**src/verilog/fpExecPkg.sv**
```systemverilog
`default_nettype none

package fpExecPkg;

    // Widths of the values moving through the stage
    localparam int fpDataWidth = 32;
    localparam int fpFlagsWidth = 5;
    localparam int alPtrWidth = 5;
    localparam int physRegWidth = 6;

    typedef logic [fpDataWidth-1:0] fpData;
    typedef logic [fpFlagsWidth-1:0] fpFlags;
    typedef logic [alPtrWidth-1:0] alPtr;
    typedef logic [physRegWidth-1:0] physReg;

    // Invalid operation bit, same position as in RISC-V fflags
    localparam int fpFlagNv = 4;

    // Quiet NaN returned by FMIN/FMAX when both inputs are NaN
    localparam fpData canonicalNan = 32'h7FC00000;

    // Miscellaneous single-precision operations
    typedef enum logic [2:0] {
        opFsgnj  = 3'd0,
        opFsgnjn = 3'd1,
        opFsgnjx = 3'd2,
        opFmin   = 3'd3,
        opFmax   = 3'd4,
        opFeq    = 3'd5,
        opFlt    = 3'd6,
        opFle    = 3'd7
    } fpOpCode;

    // Selective flush check against the active-list window
    // The range starts at flushHead and stops just before flushTail, with wrap
    function automatic logic isFlushed(
        input logic flushValid,
        input logic flushAll,
        input alPtr flushHead,
        input alPtr flushTail,
        input alPtr ptr
    );
        logic inRange;
        if (flushHead <= flushTail) begin
            inRange = (ptr >= flushHead) && (ptr < flushTail);
        end else begin
            // Window wraps past the top of the pointer space
            inRange = (ptr >= flushHead) || (ptr < flushTail);
        end
        return flushValid && (flushAll || inRange);
    endfunction

endpackage

`default_nettype wire

```
**src/verilog/fpStageIf.sv**
```systemverilog
`timescale 1ns/100ps
`default_nettype none

// One op in flight between two stage modules
interface fpStageIf;
    import fpExecPkg::*;

    logic valid;
    logic regValid;
    fpOpCode opCode;
    fpExecPkg::alPtr alPtr;
    physReg dstReg;
    fpData result;
    fpFlags flags;

    modport src (
        output valid,
        output regValid,
        output opCode,
        output alPtr,
        output dstReg,
        output result,
        output flags
    );

    modport dst (
        input valid,
        input regValid,
        input opCode,
        input alPtr,
        input dstReg,
        input result,
        input flags
    );

endinterface

`default_nettype wire

```
**src/verilog/fpMiscUnit.sv**
```systemverilog
`timescale 1ns/100ps
`default_nettype none

module fpMiscUnit (
    input  fpExecPkg::fpOpCode opCode,
    input  fpExecPkg::fpData   a,
    input  fpExecPkg::fpData   b,
    output fpExecPkg::fpData   result,
    output fpExecPkg::fpFlags  flags
);
    import fpExecPkg::*;

    logic nanA;
    logic nanB;
    logic snanA;
    logic snanB;
    logic bothZero;
    logic minLt;
    logic cmpLt;
    logic cmpEq;
    logic nv;

    // Operand classification
    assign nanA = (&a[30:23]) && (|a[22:0]);
    assign nanB = (&b[30:23]) && (|b[22:0]);
    // Signaling NaN has the quiet bit clear
    assign snanA = nanA && !a[22];
    assign snanB = nanB && !b[22];
    assign bothZero = (a[30:0] == '0) && (b[30:0] == '0);

    // Ordering for min/max, with -0 below +0
    always_comb begin
        if (a[31] != b[31]) begin
            minLt = a[31];
        end else if (!a[31]) begin
            minLt = a[30:0] < b[30:0];
        end else begin
            minLt = a[30:0] > b[30:0];
        end
    end

    // IEEE compare treats the two zeros as equal
    assign cmpLt = minLt && !bothZero;
    assign cmpEq = (a == b) || bothZero;

    always_comb begin
        result = '0;
        nv = 1'b0;
        unique case (opCode)
            opFsgnj:  result = {b[31], a[30:0]};
            opFsgnjn: result = {~b[31], a[30:0]};
            opFsgnjx: result = {a[31] ^ b[31], a[30:0]};
            opFmin, opFmax: begin
                nv = snanA || snanB;
                if (nanA && nanB) begin
                    result = canonicalNan;
                end else if (nanA) begin
                    result = b;
                end else if (nanB) begin
                    result = a;
                end else if ((opCode == opFmin) == minLt) begin
                    result = a;
                end else begin
                    result = b;
                end
            end
            opFeq: begin
                nv = snanA || snanB;
                result = {31'd0, !(nanA || nanB) && cmpEq};
            end
            opFlt: begin
                // Any NaN is invalid for the ordered compares
                nv = nanA || nanB;
                result = {31'd0, !(nanA || nanB) && cmpLt};
            end
            opFle: begin
                nv = nanA || nanB;
                result = {31'd0, !(nanA || nanB) && (cmpLt || cmpEq)};
            end
            default: result = '0;
        endcase
    end

    always_comb begin
        flags = '0;
        flags[fpFlagNv] = nv;
    end

endmodule

`default_nettype wire

```
**src/verilog/fpOperandStage.sv**
```systemverilog
`timescale 1ns/100ps
`default_nettype none

module fpOperandStage (
    input  logic                clk,
    input  logic                rstN,
    input  logic                stall,
    input  logic                flushValid,
    input  logic                flushAll,
    input  fpExecPkg::alPtr     flushHead,
    input  fpExecPkg::alPtr     flushTail,
    input  logic                inValid,
    input  fpExecPkg::fpOpCode  inOpCode,
    input  fpExecPkg::alPtr     inAlPtr,
    input  fpExecPkg::physReg   inDst,
    input  fpExecPkg::fpData    regA,
    input  fpExecPkg::fpData    regB,
    input  logic                regReadyA,
    input  logic                regReadyB,
    input  logic                bypSelA,
    input  logic                bypSelB,
    input  fpExecPkg::fpData    bypA,
    input  fpExecPkg::fpData    bypB,
    input  logic                bypReadyA,
    input  logic                bypReadyB,
    fpStageIf.src               cap
);
    import fpExecPkg::*;

    // Capture register at the register-read boundary
    logic capValid;
    fpOpCode capOpCode;
    alPtr capAlPtr;
    physReg capDst;
    fpData capRegA;
    fpData capRegB;
    fpData capBypA;
    fpData capBypB;
    logic capRegReadyA;
    logic capRegReadyB;
    logic capBypSelA;
    logic capBypSelB;
    logic capBypReadyA;
    logic capBypReadyB;

    fpData opA;
    fpData opB;
    logic readyA;
    logic readyB;
    fpData miscResult;
    fpFlags miscFlags;

    always_ff @(posedge clk or negedge rstN) begin
        if (!rstN) begin
            capValid <= 1'b0;
        end else if (!stall) begin
            capValid <= inValid;
        end
    end

    // Payload holds while stalled
    always_ff @(posedge clk) begin
        if (!stall) begin
            capOpCode <= inOpCode;
            capAlPtr <= inAlPtr;
            capDst <= inDst;
            capRegA <= regA;
            capRegB <= regB;
            capBypA <= bypA;
            capBypB <= bypB;
            capRegReadyA <= regReadyA;
            capRegReadyB <= regReadyB;
            capBypSelA <= bypSelA;
            capBypSelB <= bypSelB;
            capBypReadyA <= bypReadyA;
            capBypReadyB <= bypReadyB;
        end
    end

    // Operand pick between bypass network and register file
    assign opA = capBypSelA ? capBypA : capRegA;
    assign opB = capBypSelB ? capBypB : capRegB;
    assign readyA = capBypSelA ? capBypReadyA : capRegReadyA;
    assign readyB = capBypSelB ? capBypReadyB : capRegReadyB;

    fpMiscUnit fpMiscUnit_inst (
        .opCode (capOpCode),
        .a      (opA),
        .b      (opB),
        .result (miscResult),
        .flags  (miscFlags)
    );

    assign cap.valid = capValid &&
        !isFlushed(flushValid, flushAll, flushHead, flushTail, capAlPtr);
    // Not ready means the op goes back for replay
    assign cap.regValid = readyA && readyB;
    assign cap.opCode = capOpCode;
    assign cap.alPtr = capAlPtr;
    assign cap.dstReg = capDst;
    assign cap.result = miscResult;
    assign cap.flags = miscFlags;

    capOpKnown: assert property (@(posedge clk) disable iff (!rstN)
        capValid |-> !$isunknown(capOpCode));

endmodule

`default_nettype wire

```
**src/verilog/fpExecPipe.sv**
```systemverilog
`timescale 1ns/100ps
`default_nettype none

module fpExecPipe #(
    parameter int execDepth = 3
) (
    input  logic             clk,
    input  logic             rstN,
    input  logic             stall,
    input  logic             clear,
    input  logic             flushValid,
    input  logic             flushAll,
    input  fpExecPkg::alPtr  flushHead,
    input  fpExecPkg::alPtr  flushTail,
    fpStageIf.dst            cap,
    fpStageIf.src            head,
    fpStageIf.src            tail
);
    import fpExecPkg::*;

    localparam int nStg = execDepth - 1;

    // Delay line state
    logic stgValid [nStg];
    logic stgRegValid [nStg];
    fpOpCode stgOpCode [nStg];
    alPtr stgAlPtr [nStg];
    physReg stgDst [nStg];
    fpData stgResult [nStg];
    fpFlags stgFlags [nStg];

    // Valid bits as they enter each stage
    logic entValid [nStg];

    initial begin
        assert (execDepth >= 2 && execDepth <= 6)
            else $error("execDepth out of range");
    end

    always_comb begin
        entValid[0] = cap.valid &&
            !isFlushed(flushValid, flushAll, flushHead, flushTail, cap.alPtr);
        for (int j = 1; j < nStg; j++) begin
            entValid[j] = stgValid[j-1] &&
                !isFlushed(flushValid, flushAll, flushHead, flushTail, stgAlPtr[j-1]);
        end
    end

    always_ff @(posedge clk or negedge rstN) begin
        if (!rstN) begin
            for (int j = 0; j < nStg; j++) begin
                stgValid[j] <= 1'b0;
                stgRegValid[j] <= 1'b0;
            end
        end else if (clear) begin
            for (int j = 0; j < nStg; j++) begin
                stgValid[j] <= 1'b0;
                stgRegValid[j] <= 1'b0;
            end
        end else if (!stall) begin
            stgValid[0] <= entValid[0];
            stgRegValid[0] <= cap.regValid;
            for (int j = 1; j < nStg; j++) begin
                stgValid[j] <= entValid[j];
                stgRegValid[j] <= stgRegValid[j-1];
            end
        end
    end

    always_ff @(posedge clk) begin
        if (!stall) begin
            stgOpCode[0] <= cap.opCode;
            stgAlPtr[0] <= cap.alPtr;
            stgDst[0] <= cap.dstReg;
            stgResult[0] <= cap.result;
            stgFlags[0] <= cap.flags;
            for (int j = 1; j < nStg; j++) begin
                stgOpCode[j] <= stgOpCode[j-1];
                stgAlPtr[j] <= stgAlPtr[j-1];
                stgDst[j] <= stgDst[j-1];
                stgResult[j] <= stgResult[j-1];
                stgFlags[j] <= stgFlags[j-1];
            end
        end
    end

    // First stage feeds replay, last stage feeds writeback
    assign head.valid = stgValid[0];
    assign head.regValid = stgRegValid[0];
    assign head.opCode = stgOpCode[0];
    assign head.alPtr = stgAlPtr[0];
    assign head.dstReg = stgDst[0];
    assign head.result = stgResult[0];
    assign head.flags = stgFlags[0];

    assign tail.valid = stgValid[nStg-1];
    assign tail.regValid = stgRegValid[nStg-1];
    assign tail.opCode = stgOpCode[nStg-1];
    assign tail.alPtr = stgAlPtr[nStg-1];
    assign tail.dstReg = stgDst[nStg-1];
    assign tail.result = stgResult[nStg-1];
    assign tail.flags = stgFlags[nStg-1];

    for (genvar j = 0; j < nStg; j++) begin : gValidChk
        stgValidKnown: assert property (@(posedge clk) disable iff (!rstN)
            !$isunknown(stgValid[j]));
    end

endmodule

`default_nettype wire

```
**src/verilog/fpResultStage.sv**
```systemverilog
`timescale 1ns/100ps
`default_nettype none

module fpResultStage (
    input  logic               stall,
    input  logic               clear,
    input  logic               flushValid,
    input  logic               flushAll,
    input  fpExecPkg::alPtr    flushHead,
    input  fpExecPkg::alPtr    flushTail,
    fpStageIf.dst              head,
    fpStageIf.dst              tail,
    output logic               replayValid,
    output fpExecPkg::alPtr    replayAlPtr,
    output logic               outValid,
    output logic               outDataValid,
    output fpExecPkg::physReg  outDst,
    output fpExecPkg::fpData   outData,
    output fpExecPkg::fpFlags  outFlags
);
    import fpExecPkg::*;

    logic headFlushed;
    logic tailFlushed;

    assign headFlushed = isFlushed(flushValid, flushAll, flushHead, flushTail, head.alPtr);
    assign tailFlushed = isFlushed(flushValid, flushAll, flushHead, flushTail, tail.alPtr);

    always_comb begin
        // Replay record one stage after capture
        replayValid = head.valid && !head.regValid && !headFlushed && !stall && !clear;
        replayAlPtr = head.alPtr;

        // Writeback record from the end of the delay line
        outValid = tail.valid && !tailFlushed && !stall && !clear;
        outDataValid = tail.regValid;
        outDst = tail.dstReg;
        outData = tail.result;
        outFlags = tail.flags;
    end

endmodule

`default_nettype wire

```
**src/verilog/fpExecStage.sv**
```systemverilog
`timescale 1ns/100ps
`default_nettype none

module fpExecStage #(
    parameter int execDepth = 3
) (
    input  logic                clk,
    input  logic                rstN,
    input  logic                stall,
    input  logic                clear,
    input  logic                flushValid,
    input  logic                flushAll,
    input  fpExecPkg::alPtr     flushHead,
    input  fpExecPkg::alPtr     flushTail,
    input  logic                inValid,
    input  fpExecPkg::fpOpCode  inOpCode,
    input  fpExecPkg::alPtr     inAlPtr,
    input  fpExecPkg::physReg   inDst,
    input  fpExecPkg::fpData    regA,
    input  fpExecPkg::fpData    regB,
    input  logic                regReadyA,
    input  logic                regReadyB,
    input  logic                bypSelA,
    input  logic                bypSelB,
    input  fpExecPkg::fpData    bypA,
    input  fpExecPkg::fpData    bypB,
    input  logic                bypReadyA,
    input  logic                bypReadyB,
    output logic                replayValid,
    output fpExecPkg::alPtr     replayAlPtr,
    output logic                outValid,
    output logic                outDataValid,
    output fpExecPkg::physReg   outDst,
    output fpExecPkg::fpData    outData,
    output fpExecPkg::fpFlags   outFlags
);

    fpStageIf capToPipe ();
    // Index 0 is the first delay stage, index 1 the last
    fpStageIf pipeToRes [2] ();

    fpOperandStage fpOperandStage_inst (
        .clk        (clk),
        .rstN       (rstN),
        .stall      (stall),
        .flushValid (flushValid),
        .flushAll   (flushAll),
        .flushHead  (flushHead),
        .flushTail  (flushTail),
        .inValid    (inValid),
        .inOpCode   (inOpCode),
        .inAlPtr    (inAlPtr),
        .inDst      (inDst),
        .regA       (regA),
        .regB       (regB),
        .regReadyA  (regReadyA),
        .regReadyB  (regReadyB),
        .bypSelA    (bypSelA),
        .bypSelB    (bypSelB),
        .bypA       (bypA),
        .bypB       (bypB),
        .bypReadyA  (bypReadyA),
        .bypReadyB  (bypReadyB),
        .cap        (capToPipe)
    );

    fpExecPipe #(
        .execDepth (execDepth)
    ) fpExecPipe_inst (
        .clk        (clk),
        .rstN       (rstN),
        .stall      (stall),
        .clear      (clear),
        .flushValid (flushValid),
        .flushAll   (flushAll),
        .flushHead  (flushHead),
        .flushTail  (flushTail),
        .cap        (capToPipe),
        .head       (pipeToRes[0]),
        .tail       (pipeToRes[1])
    );

    fpResultStage fpResultStage_inst (
        .stall        (stall),
        .clear        (clear),
        .flushValid   (flushValid),
        .flushAll     (flushAll),
        .flushHead    (flushHead),
        .flushTail    (flushTail),
        .head         (pipeToRes[0]),
        .tail         (pipeToRes[1]),
        .replayValid  (replayValid),
        .replayAlPtr  (replayAlPtr),
        .outValid     (outValid),
        .outDataValid (outDataValid),
        .outDst       (outDst),
        .outData      (outData),
        .outFlags     (outFlags)
    );

endmodule

`default_nettype wire

```
**config.mk**
```make
export PLATFORM = sky130hd
export DESIGN_NAME = fpExecStage
export DESIGN_NICKNAME = d
export VERILOG_FILES = /design/src/verilog/fpExecPkg.sv /design/src/verilog/fpStageIf.sv /design/src/verilog/fpMiscUnit.sv /design/src/verilog/fpOperandStage.sv /design/src/verilog/fpExecPipe.sv /design/src/verilog/fpResultStage.sv /design/src/verilog/fpExecStage.sv
export SDC_FILE = /design/constraint.sdc
export NUM_CORES = 1
export LEC_CHECK = 0
export BUFFER_PORTS_ARGS = -buffer_cell sky130_fd_sc_hd__buf_2
export CORE_ASPECT_RATIO = 1.25
export CORE_MARGIN = 10
export CORE_UTILIZATION = 32
export DETAILED_ROUTE_END_ITERATION = 12
export SETUP_SLACK_MARGIN = 0.4
export SLEW_MARGIN = 20
export SYNTH_ARGS = -nofsm -noshare
export SYNTH_HDL_FRONTEND = slang
export SYNTH_SLANG_ARGS = --single-unit
```
**constraint.sdc**
```tcl
create_clock -name clk -period 16.8 [get_ports clk]
set_clock_uncertainty 0.1 [all_clocks]
set_input_delay 0.84 -clock clk [delete_from_list [all_inputs] [get_ports clk]]
set_output_delay 0.84 -clock clk [all_outputs]
set_load 0.05 [all_outputs]
```
==> results of run 1 <==
==> critical path, stage by stage, from the launching register on <==
cell and delay, ns:
edfxtp_1 0.32, buf_4 0.55, mux2i_1 0.56, inv_1 0.10, ha_1 0.31, a21oi_1 0.17
o21ai_2 0.09, a2111oi_4 0.36, o21ai_2 0.16, o21a_4 0.28, or2_4 0.27, o311ai_4 0.63
buf_4 0.37, o221ai_1 0.15
==> cells by family (layout without fill, tap and decap cells) <==
group           after synthesis  after routing  synth area share
compound gates              133            133             0.104
xor+xnor                      1              1          0.000779
fa+ha+maj                    65             65            0.0719
buf+inv                     116            317            0.0622
flops                       241            241             0.641
mux                          68             68            0.0613
other cells                   1              4          0.000333
simple gates                113            113            0.0589
==> layout make-up <==
| class | instances | area (um^2) |
|---|---|---|
| Clock buffer | 29 | 662 |
| Timing Repair Buffer | 218 | 1110 |
| Multi-Input combinational cell | 384 | 3350 |
| Sequential cell | 241 | 7210 |
| Clock inverter | 19 | 156 |
| Tap cell | 468 | 586 |
| Inverter | 51 | 199 |
| Fill cell | 3391 | 21300 |
==> state kept, by name (all words and copies together) (netlist names) <==
signal	flops
fpOperandStage_inst.capBypReadyB	1
fpOperandStage_inst.capRegReadyA	1
fpExecPipe_inst.stgFlags	2
fpExecPipe_inst.stgResult	64
fpOperandStage_inst.capValid	1
fpOperandStage_inst.cap.alPtr	5
fpExecPipe_inst.tail.valid	1
fpOperandStage_inst.capBypSelB	1
fpOperandStage_inst.capRegA	32
fpOperandStage_inst.capBypA	32
fpExecPipe_inst.head.regValid	1
fpOperandStage_inst.capBypReadyA	1
fpOperandStage_inst.capBypB	32
fpOperandStage_inst.capRegB	32
fpExecPipe_inst.stgAlPtr	10
fpOperandStage_inst.cap.opCode	3
fpOperandStage_inst.capBypSelA	1
fpExecPipe_inst.stgDst	12
fpExecPipe_inst.tail.regValid	1
fpOperandStage_inst.capRegReadyB	1
fpOperandStage_inst.cap.dstReg	6
fpExecPipe_inst.head.valid	1
==> metal layers <==
| metal | vias to the layer above | wire length (um) | part of all wire | track usage |
|---|---|---|---|---|
| met5 | - | 11 | 0.00038 | 0 |
| met4 | 2 | 678 | 0.024 | 0.0418 |
| met3 | 46 | 1890 | 0.066 | 0.0316 |
| met2 | 238 | 14400 | 0.50 | 0.223 |
| met1 | 3289 | 11800 | 0.41 | 0.153 |
| li1 | 3192 | - | - | - |
==> power breakdown <==
| part | switching, W | leakage [nW] | internal, W | total, W |
|---|---|---|---|---|
| Sequential | 0.0000264 | 2.40 | 0.000725 | 0.000751 |
| Combinational | 0.000150 | 2.63 | 0.0000872 | 0.000237 |
| Clock | 0.000244 | 0.393 | 0.000303 | 0.000547 |
| Total | 0.000420 | 5.42 | 0.00112 | 0.00154 |
==> path summary, 6_finish.rpt <==
kind / to / slack [ns] / cells past startpoint
setup / recovery: fpExecPipe_inst.stgResult[0][0] / 12.10 / 13
hold / removal: fpExecPipe_inst.stgResult[0][48] / 0.30 / 0
setup reg to reg: fpExecPipe_inst.stgResult[0][0] / 12.10 / 13
hold reg to reg: fpExecPipe_inst.stgResult[0][48] / 0.30 / 0
max in group asynchronous: fpExecPipe_inst.tail.valid / 15.93 / 2
min in group asynchronous: fpExecPipe_inst.head.valid / 0.54 / 2
==> synthesized netlist by cell type (3+ instances only) <==
library cell,count
nor2_1,17
mux2_2,4
edfxtp_1,236
clkbuf_1,4
buf_6,8
o32ai_1,8
a21o_1,24
nor4_1,14
o211ai_1,5
nand3_1,10
o22ai_2,20
dfrtp_1,5
mux2i_1,63
a22oi_1,3
nand2b_1,6
o21a_1,5
inv_1,50
buf_4,51
nand2_1,17
a21oi_1,23
nand3_2,3
ha_1,63
nor3_1,9
nand4_1,14
nor2b_1,4
o21ai_0,9
==> metrics by stage <==
step	utilization	power, W	hold slack (ns)	setup WS [ns]	instances
floorplan	-	0.000941	0.300	9.15	741
global placement	0.360	0.000999	0.301	12.11	1361
detailed placement	0.360	0.00100	0.306	12.08	1361
CTS	0.384	0.00156	0.313	12.07	1410
global route	0.384	0.00161	0.322	11.91	1410
finish	0.384	0.00154	0.303	12.10	1410
==> what timing repair did <==
item,4_1_cts,5_1_grt
hold endpoints to repair,5,0
hold buffers,1,0
buffers inserted,0,0
==> flow_summary.ini, run 1 <==
[run_status]
status = completed

[final_layout]
most-common-layout-cells = 236 x edfxtp_1, 211 x buf_2, 63 x mux2i_1, 63 x ha_1, 49 x inv_1
drive_above_1_share = 0.324
num_antenna_cells = 0
final_net_count = 1150
area_growth_pct = 18.0
layout_commonest_cell = edfxtp_1
design_area_um2 = 13300

[clock_network]
path_clk_slew_ns = 0.06
post_cts_resized = 0
cts_buffers = 26
root_buffer = clkbuf_16
cts_buffer_depth = 3
clock_latency_ns = 0.55
clock-sinks = 241
cts_tree = built
cts_max_level = 1

[route]
drcViolationCount = 0
vias = 6767
wirelength_mm = 28.8
vias_per_cell = 4.80
drt-wirelength-per-cell_um = 20.4
initialDrtViolationCount = 406
dr.pass1.iters = 4
final_antenna_net_count = 0

[sta]
min_period_ns = 4.70
period_share = 0.280
max_slew_margin = 0.271
slew_viol_final = 0
rsz0062_at_grt = false
worst_pin_slew_ns = 1.09
final.setup.tns_ns = 0
fmaxAchievable_mhz = 213
hold_viol = 0
setup_viol = 0

[setup_path]
worstSetupPathType = register to register
crit_arrival_ns = 4.88
end_kind = register
cp-startpoint = fpOperandStage_inst.capBypSelA
rr_startpoint = fpOperandStage_inst.capBypSelA
crit_path_start_kind = register
worstPathRequired_ns = 16.98
critPathMaxFanout = 40

[logic_synthesis]
syn_area_um2 = 11200
synthCells = 738
synthArstFlopShare = 0.0207
seq_area_frac_synth = 0.641
yosys.area.top_type = edfxtp_1
synth.top_cell.area_share = 0.630
synth.distinct_cells = 74
synth_top_flop_cell = edfxtp_1
ys_warn_count = 0
synth-edff-count = 236
netlist_top_cells_area = edfxtp_1 63%, ha_1 7.0%, mux2i_1 5.6%, buf_4 3.4%, o22ai_2 2.2%
syn_avg_cell_area_um2 = 15.2
ys_ff_latch = 241

[min_path]
hp-class = register to register
min-delay-start = fpExecPipe_inst.stgResult[0][16]

[grt]
grt_usage = 0.129
grt_pass1_wl_mm = 42.9
gr-total-overflow = 0
antenna_found_initial = 1
grt_pass1_vias = 7219
grt_start_max_net_pins = 87

[floorplanning]
die_h_um = 230
die_x_um = 188
dieArea_um2 = 43100
ios = 216
rows = 76
floorplan.initialDensity = 0.325
design.core.area_um2 = 34600

[power]
power_leakage_nw = 5.42
peakVddDrop_uv = 66.0
power_density_nw_per_um2 = 116

[run]
max_cap_viol_count = 0

[placement]
place.gp.congestion = 0.861
dp_hpwl_mm = 21.9
place_area_um2 = 12400
port-buffer-count = 211
Note: power is estimated with default switching activity, not from simulation.
==> inputs of run 2 (changes only) <==
==> constraint.sdc (replaced) <==
create_clock -name clk -period 4.1 [get_ports clk]
set_clock_uncertainty 0.1 [all_clocks]
set_input_delay 0.205 -clock clk [delete_from_list [all_inputs] [get_ports clk]]
set_output_delay 0.205 -clock clk [all_outputs]
set_load 0.05 [all_outputs]
==> run 2 against run 1 <==
  * Flip-flop and latch count did not move
  * Final area increased by 24%
  * Total power grew to 4.5 times the previous value
  * Sequential power grew to 4.1 times the previous value
  * Clock-buffer cell count is 1 lower
  * Critical path type unchanged
==> flow_summary.ini, run 2 (synthesis results as in run 1) <==
[floorplanning]
dieArea_um2 = 43100
rows = 76
die_h_um = 230
floorplan.initialDensity = 0.325
ios = 216
design.core.area_um2 = 34600
die_x_um = 188

[final_layout]
most-common-layout-cells = 236 x edfxtp_1, 211 x buf_2, 158 x dlygate4sd3_1, 77 x buf_4, 52 x ha_1
drive_above_1_share = 0.390
design_area_um2 = 16500
layout_commonest_cell = edfxtp_1
fin_cells = 1668
regArea_um2 = 7210
final_core_util = 0.476
area_growth_pct = 46.4
final_net_count = 1408
largest_reg_flops = 64
multiInputGateArea_um2 = 3840
regMostFlops = fpExecPipe_inst.stgResult
fill_cells = 3025

[min_path]
hp-class = input pin to register

[grt]
grt_start_max_net_pins = 88
grt_pass1_vias = 8616
antenna_found_initial = 0
grt_usage = 0.147
gr-total-overflow = 0
grt_pass1_wl_mm = 49.6

[clock_network]
cts_buffers = 26
clock-sinks = 241
cts_max_level = 1
cts_tree = built
path_clk_slew_ns = 0.07
clock_latency_ns = 0.56
cts_buffer_depth = 3
root_buffer = clkbuf_16

[setup_path]
critPathMaxFanout = 9
crit_arrival_ns = 4.05
crit_path_start_kind = register
worstPathRequired_ns = 4.32
worstSetupPathType = register to register
end_kind = register

[placement]
place.gp.congestion = 0.866
place_area_um2 = 12800
preCtsSetupSlack_ns = -0.0924
post-place-cells = 1395
dp_hpwl_mm = 22.2
port-buffer-count = 211

[sta]
rsz0062_at_grt = true
worst_pin_slew_ns = 0.632
period_share = 0.932
fin_ws_ns = 0.278
setup_viol = 0
min_period_ns = 3.82
max_slew_margin = 0.575
hold_viol = 0
slew_viol_final = 0
fmaxAchievable_mhz = 262

[power]
power_density_nw_per_um2 = 422
power_leakage_nw = 6.72
p_int_w = 0.00507
p_clk_frac = 0.339
seqPwrFrac = 0.444
switching_share = 0.270
p_sw_w = 0.00188
peakVddDrop_uv = 334
power_frac_comb = 0.217

[route]
dr.pass1.iters = 5
drcViolationCount = 0
wirelength_mm = 32.6
final_antenna_net_count = 0
initialDrtViolationCount = 412
vias = 7812
drt-wirelength-per-cell_um = 19.6
vias_per_cell = 4.68

[run_status]
status = completed

[run]
max_cap_viol_count = 0
[run 2: timing repair]
action,in CTS,in global routing
cloned,5,2
pin swaps,20,4
buffers inserted,53,7
hold endpoints to repair,158,0
resized for setup,66,31
hold buffers,158,0
endpoints found under the setup margin,32,32
[run 2: cell type report]
cell class | count | area share
Clock inverter | 19 | 0.0117
Multi-Input combinational cell | 384 | 0.233
Clock buffer | 28 | 0.0400
Tap cell | 468 | 0.0356
Timing Repair Buffer | 476 | 0.229
Sequential cell | 241 | 0.438
Inverter | 51 | 0.0119
Antenna cell | 1 | 0.000152
[run 2: worst paths after layout]
path	startpoint	to	slack, ns	cells past startpoint
setup / recovery	fpOperandStage_inst.capBypSelA	fpExecPipe_inst.stgResult[0][28]	0.28	16
hold / removal	regA[0]	fpOperandStage_inst.capRegA[0]	0.26	2
setup reg to reg	fpOperandStage_inst.capBypSelA	fpExecPipe_inst.stgResult[0][28]	0.28	16
hold reg to reg	fpExecPipe_inst.stgResult[0][31]	fpExecPipe_inst.stgResult[0][63]	0.29	0
max in group asynchronous	rstN	fpOperandStage_inst.capValid	3.21	3
min in group asynchronous	rstN	fpExecPipe_inst.head.regValid	0.50	3
[run 2: power by group through the flow]
| stage | registers, W | clock network, W | logic, W |
|---|---|---|---|
| finish | 0.00308 | 0.00236 | 0.00151 |
| global route | 0.00311 | 0.00253 | 0.00162 |
| CTS | 0.00308 | 0.00243 | 0.00141 |
| detailed placement | 0.00312 | 0 | 0.00105 |
| global placement | 0.00312 | 0 | 0.00104 |
| floorplan | 0.00308 | 0 | 0.000769 |
[run 2: layer usage]
metal / routed length (um) / global-route usage
met1: 12900 / 0.168
met2: 17000 / 0.264
met5: 0 / 0
met3: 1580 / 0.0252
met4: 1150 / 0.0618
[run 2: through the flow]
step	power, W	TNS [ns]	hold WS (ns)
4_1_cts	0.00692	0	0.231
3_5_place_dp	0.00418	-0.943	-0.0713
5_1_grt	0.00725	0	0.250
3_3_place_gp	0.00416	-0.0428	-0.0732
2_1_floorplan	0.00385	-61.21	-0.191
6_report	0.00695	0	0.263
[run 2: worst max-delay path, stage by stage (launching register included)]
cell      delay, ns
edfxtp_1       0.41
buf_6          0.16
buf_12         0.14
mux2i_4        0.24
inv_2          0.07
ha_4           0.28
nand4_1        0.19
nor4_4         0.28
buf_4          0.17
and2_1         0.15
o211a_1        0.20
a211oi_4       0.05
buf_4          0.17
o311ai_4       0.31
o31ai_4        0.14
buf_12         0.17
o32ai_1        0.35
==> inputs of run 3 (changes only) <==
--- a/config.mk
+++ b/config.mk
@@ -6,10 +6,13 @@
 export NUM_CORES = 1
 export LEC_CHECK = 0
 export BUFFER_PORTS_ARGS = -buffer_cell sky130_fd_sc_hd__buf_2
+export CELL_PAD_IN_SITES_DETAIL_PLACEMENT = 1
+export CELL_PAD_IN_SITES_GLOBAL_PLACEMENT = 2
 export CORE_ASPECT_RATIO = 1.25
 export CORE_MARGIN = 10
 export CORE_UTILIZATION = 32
 export DETAILED_ROUTE_END_ITERATION = 12
+export PLACE_DENSITY_LB_ADDON = 0.1
 export SETUP_SLACK_MARGIN = 0.4
 export SLEW_MARGIN = 20
 export SYNTH_ARGS = -nofsm -noshare
==> run 3 against run 2 <==
  * Setup slack better by 0.029 ns
  * Final area is 2.3% lower
  * Global-route usage increased by 1.1 points
  * Critical path type unchanged
  * Largest cell class unchanged
  * Wire length is 6.1% higher
  * Clock-buffer cell count increased by 1
  * Sequential power is essentially flat
  * Via count fell by 2.1%
  * Non-clock buffer count fell by 42
  * Critical path depth decreased by 1
  * Combinational power is 5% lower
  * Final cell count decreased by 2.6%
==> flow_summary.ini, run 3 (synthesis results as in run 1) <==
[run_status]
status = completed

[route]
vias = 7648
initialDrtViolationCount = 274
drcViolationCount = 0
drt-wirelength-per-cell_um = 21.3
final_antenna_net_count = 0
wirelength_mm = 34.6
dr.pass1.iters = 4
vias_per_cell = 4.71

[setup_path]
crit_path_start_kind = register
slowest_delay_ns = 0.41
crit_arrival_ns = 3.97
crit_chain = buf_12 > buf_16 > buf_12 > mux2i_2 > ha_1 > nand4_1 > buf_4 > buf_4 > o221ai_4 > o21a_1 > o21a_4 > or2_4 > o31ai_4 > clkbuf_16 > o32ai_2
cp-startpoint = fpOperandStage_inst.capBypSelB
reg2reg_to = fpExecPipe_inst.stgResult[0][28]
worstSetupPathType = register to register
critPathMaxFanout = 8
cp_slowest_cell = edfxtp_1
rrSetupSlack_ns = 0.31
rr_startpoint = fpOperandStage_inst.capBypSelB
worstPathRequired_ns = 4.27
end_kind = register
rr_worst_depth = 15

[min_path]
hp-class = input pin to register
min-delay-start = regA[0]
holdPathStages = 2
min_to = fpOperandStage_inst.capRegA[0]

[floorplanning]
die_h_um = 230
design.core.area_um2 = 34600
floorplan.initialDensity = 0.325
rows = 76
ios = 216
dieArea_um2 = 43100
die_x_um = 188

[grt]
grt_busiest_layer = met2
grt_usage = 0.158
grt_start_max_net_pins = 182
grtUsageMet3 = 0.0313
gr-total-overflow = 0
met1_usage = 0.183
antenna_found_initial = 0
grt_pass1_wl_mm = 52.8
grt.met2_usage = 0.290
grt_pass1_vias = 8764

[final_layout]
layout_commonest_cell = edfxtp_1
fill_cells = 3527
largest_reg_flops = 64
most-common-layout-cells = 236 x edfxtp_1, 211 x buf_2, 156 x dlygate4sd3_1, 58 x ha_1, 47 x inv_1
regArea_um2 = 7210
design_area_um2 = 16100
multiInputGateArea_um2 = 3900
fin_cells = 1625
final_net_count = 1366
area_growth_pct = 43.0
regMostFlops = fpExecPipe_inst.stgResult
num_antenna_cells = 0
drive_above_1_share = 0.373

[power]
power_density_nw_per_um2 = 414
power_leakage_nw = 6.45
finalPower_w = 0.00667
peakVddDrop_uv = 291

[clock_network]
cts_max_level = 1
clock-sinks = 241
cts_tree = built
path_clk_slew_ns = 0.06
clock_latency_ns = 0.54
cts_buffer_depth = 3
cts_buffers = 26
root_buffer = clkbuf_16

[sta]
min_period_ns = 3.79
fmaxAchievable_mhz = 264
period_share = 0.925
rsz0062_at_grt = true
max_slew_margin = 0.306
worst_pin_slew_ns = 1.04
hold_viol = 0
setup_viol = 0
slew_viol_final = 0

[placement]
port-buffer-count = 211
dp_hpwl_mm = 24.3
post-place-cells = 1389
place.gp.congestion = 0.789
place_area_um2 = 12700

[run]
max_cap_viol_count = 0
[run 3: cell types whose count changed in the layout (fill, tap and decap cells not counted), sizes merged]
cell         previous run  this run
buf                   317       276
bufinv                  3         0
clkbuf                 29        31
clkinv                 13        16
diode                   1         0
dlygate4sd3           158       156
inv                    51        50
[run 3: critical path: cells and delay by family (launching register included)]
| family | cells | cell delay [ns] |
|---|---|---|
| AOI/OAI and AO/OA | 5 | 1.05 |
| adders and majority gates | 1 | 0.31 |
| buffers and inverters | 6 | 0.92 |
| DFF | 1 | 0.41 |
| muxes | 1 | 0.28 |
| and+or+nand+nor | 2 | 0.42 |
[run 3: worst max-delay path by stage]
stage,to,slack [ns],cells past startpoint
floorplan,outValid,-0.80,3
global placement,fpExecPipe_inst.stgResult[0][20],-0.05,13
detailed placement,fpExecPipe_inst.stgResult[0][0],-0.16,13
CTS,fpExecPipe_inst.stgResult[0][31],0.36,15
global route,fpExecPipe_inst.stgResult[0][8],0.18,17
finish,fpExecPipe_inst.stgResult[0][28],0.31,15
[run 3: area by class of cell]
type	count	share of cell area
multi-input combinational	384	0.242
tap	468	0.0364
clock buffer	29	0.0425
timing repair buffer	434	0.213
clock inverter	18	0.00576
inverter	51	0.0121
sequential	241	0.448
[run 3: what timing repair did]
action	CTS	global route
resized for setup	89	19
buffers inserted	25	3
hold endpoints to repair	158	0
setup endpoints to repair	32	32
hold buffers	156	0
cloned	3	2
pin swaps	17	11
[run 3: power by group]
group | switching (W) | internal [W] | leakage [nW] | total [W]
Combinational | 0.000753 | 0.000672 | 3.66 | 0.00143
Clock | 0.000947 | 0.00119 | 0.380 | 0.00214
Sequential | 0.000128 | 0.00297 | 2.40 | 0.00310
[run 3: per-layer routing]
metal / wire, um / up-vias
met5: 0 / -
met3: 1640 / 40
met4: 643 / 0
met2: 18400 / 190
li1: - / 3629
met1: 13900 / 3789
[run 3: per-stage QoR]
stage,TNS [ns],hold WS (ns),setup slack [ns],utilization
after floorplan,-61.21,-0.191,-0.797,-
after CTS,0,0.233,0.360,0.459
final,0,0.268,0.306,0.465
after detailed placement,-3.06,-0.0688,-0.162,0.368
after global routing,0,0.244,0.176,0.465
after global placement,-0.632,-0.0771,-0.0462,0.368
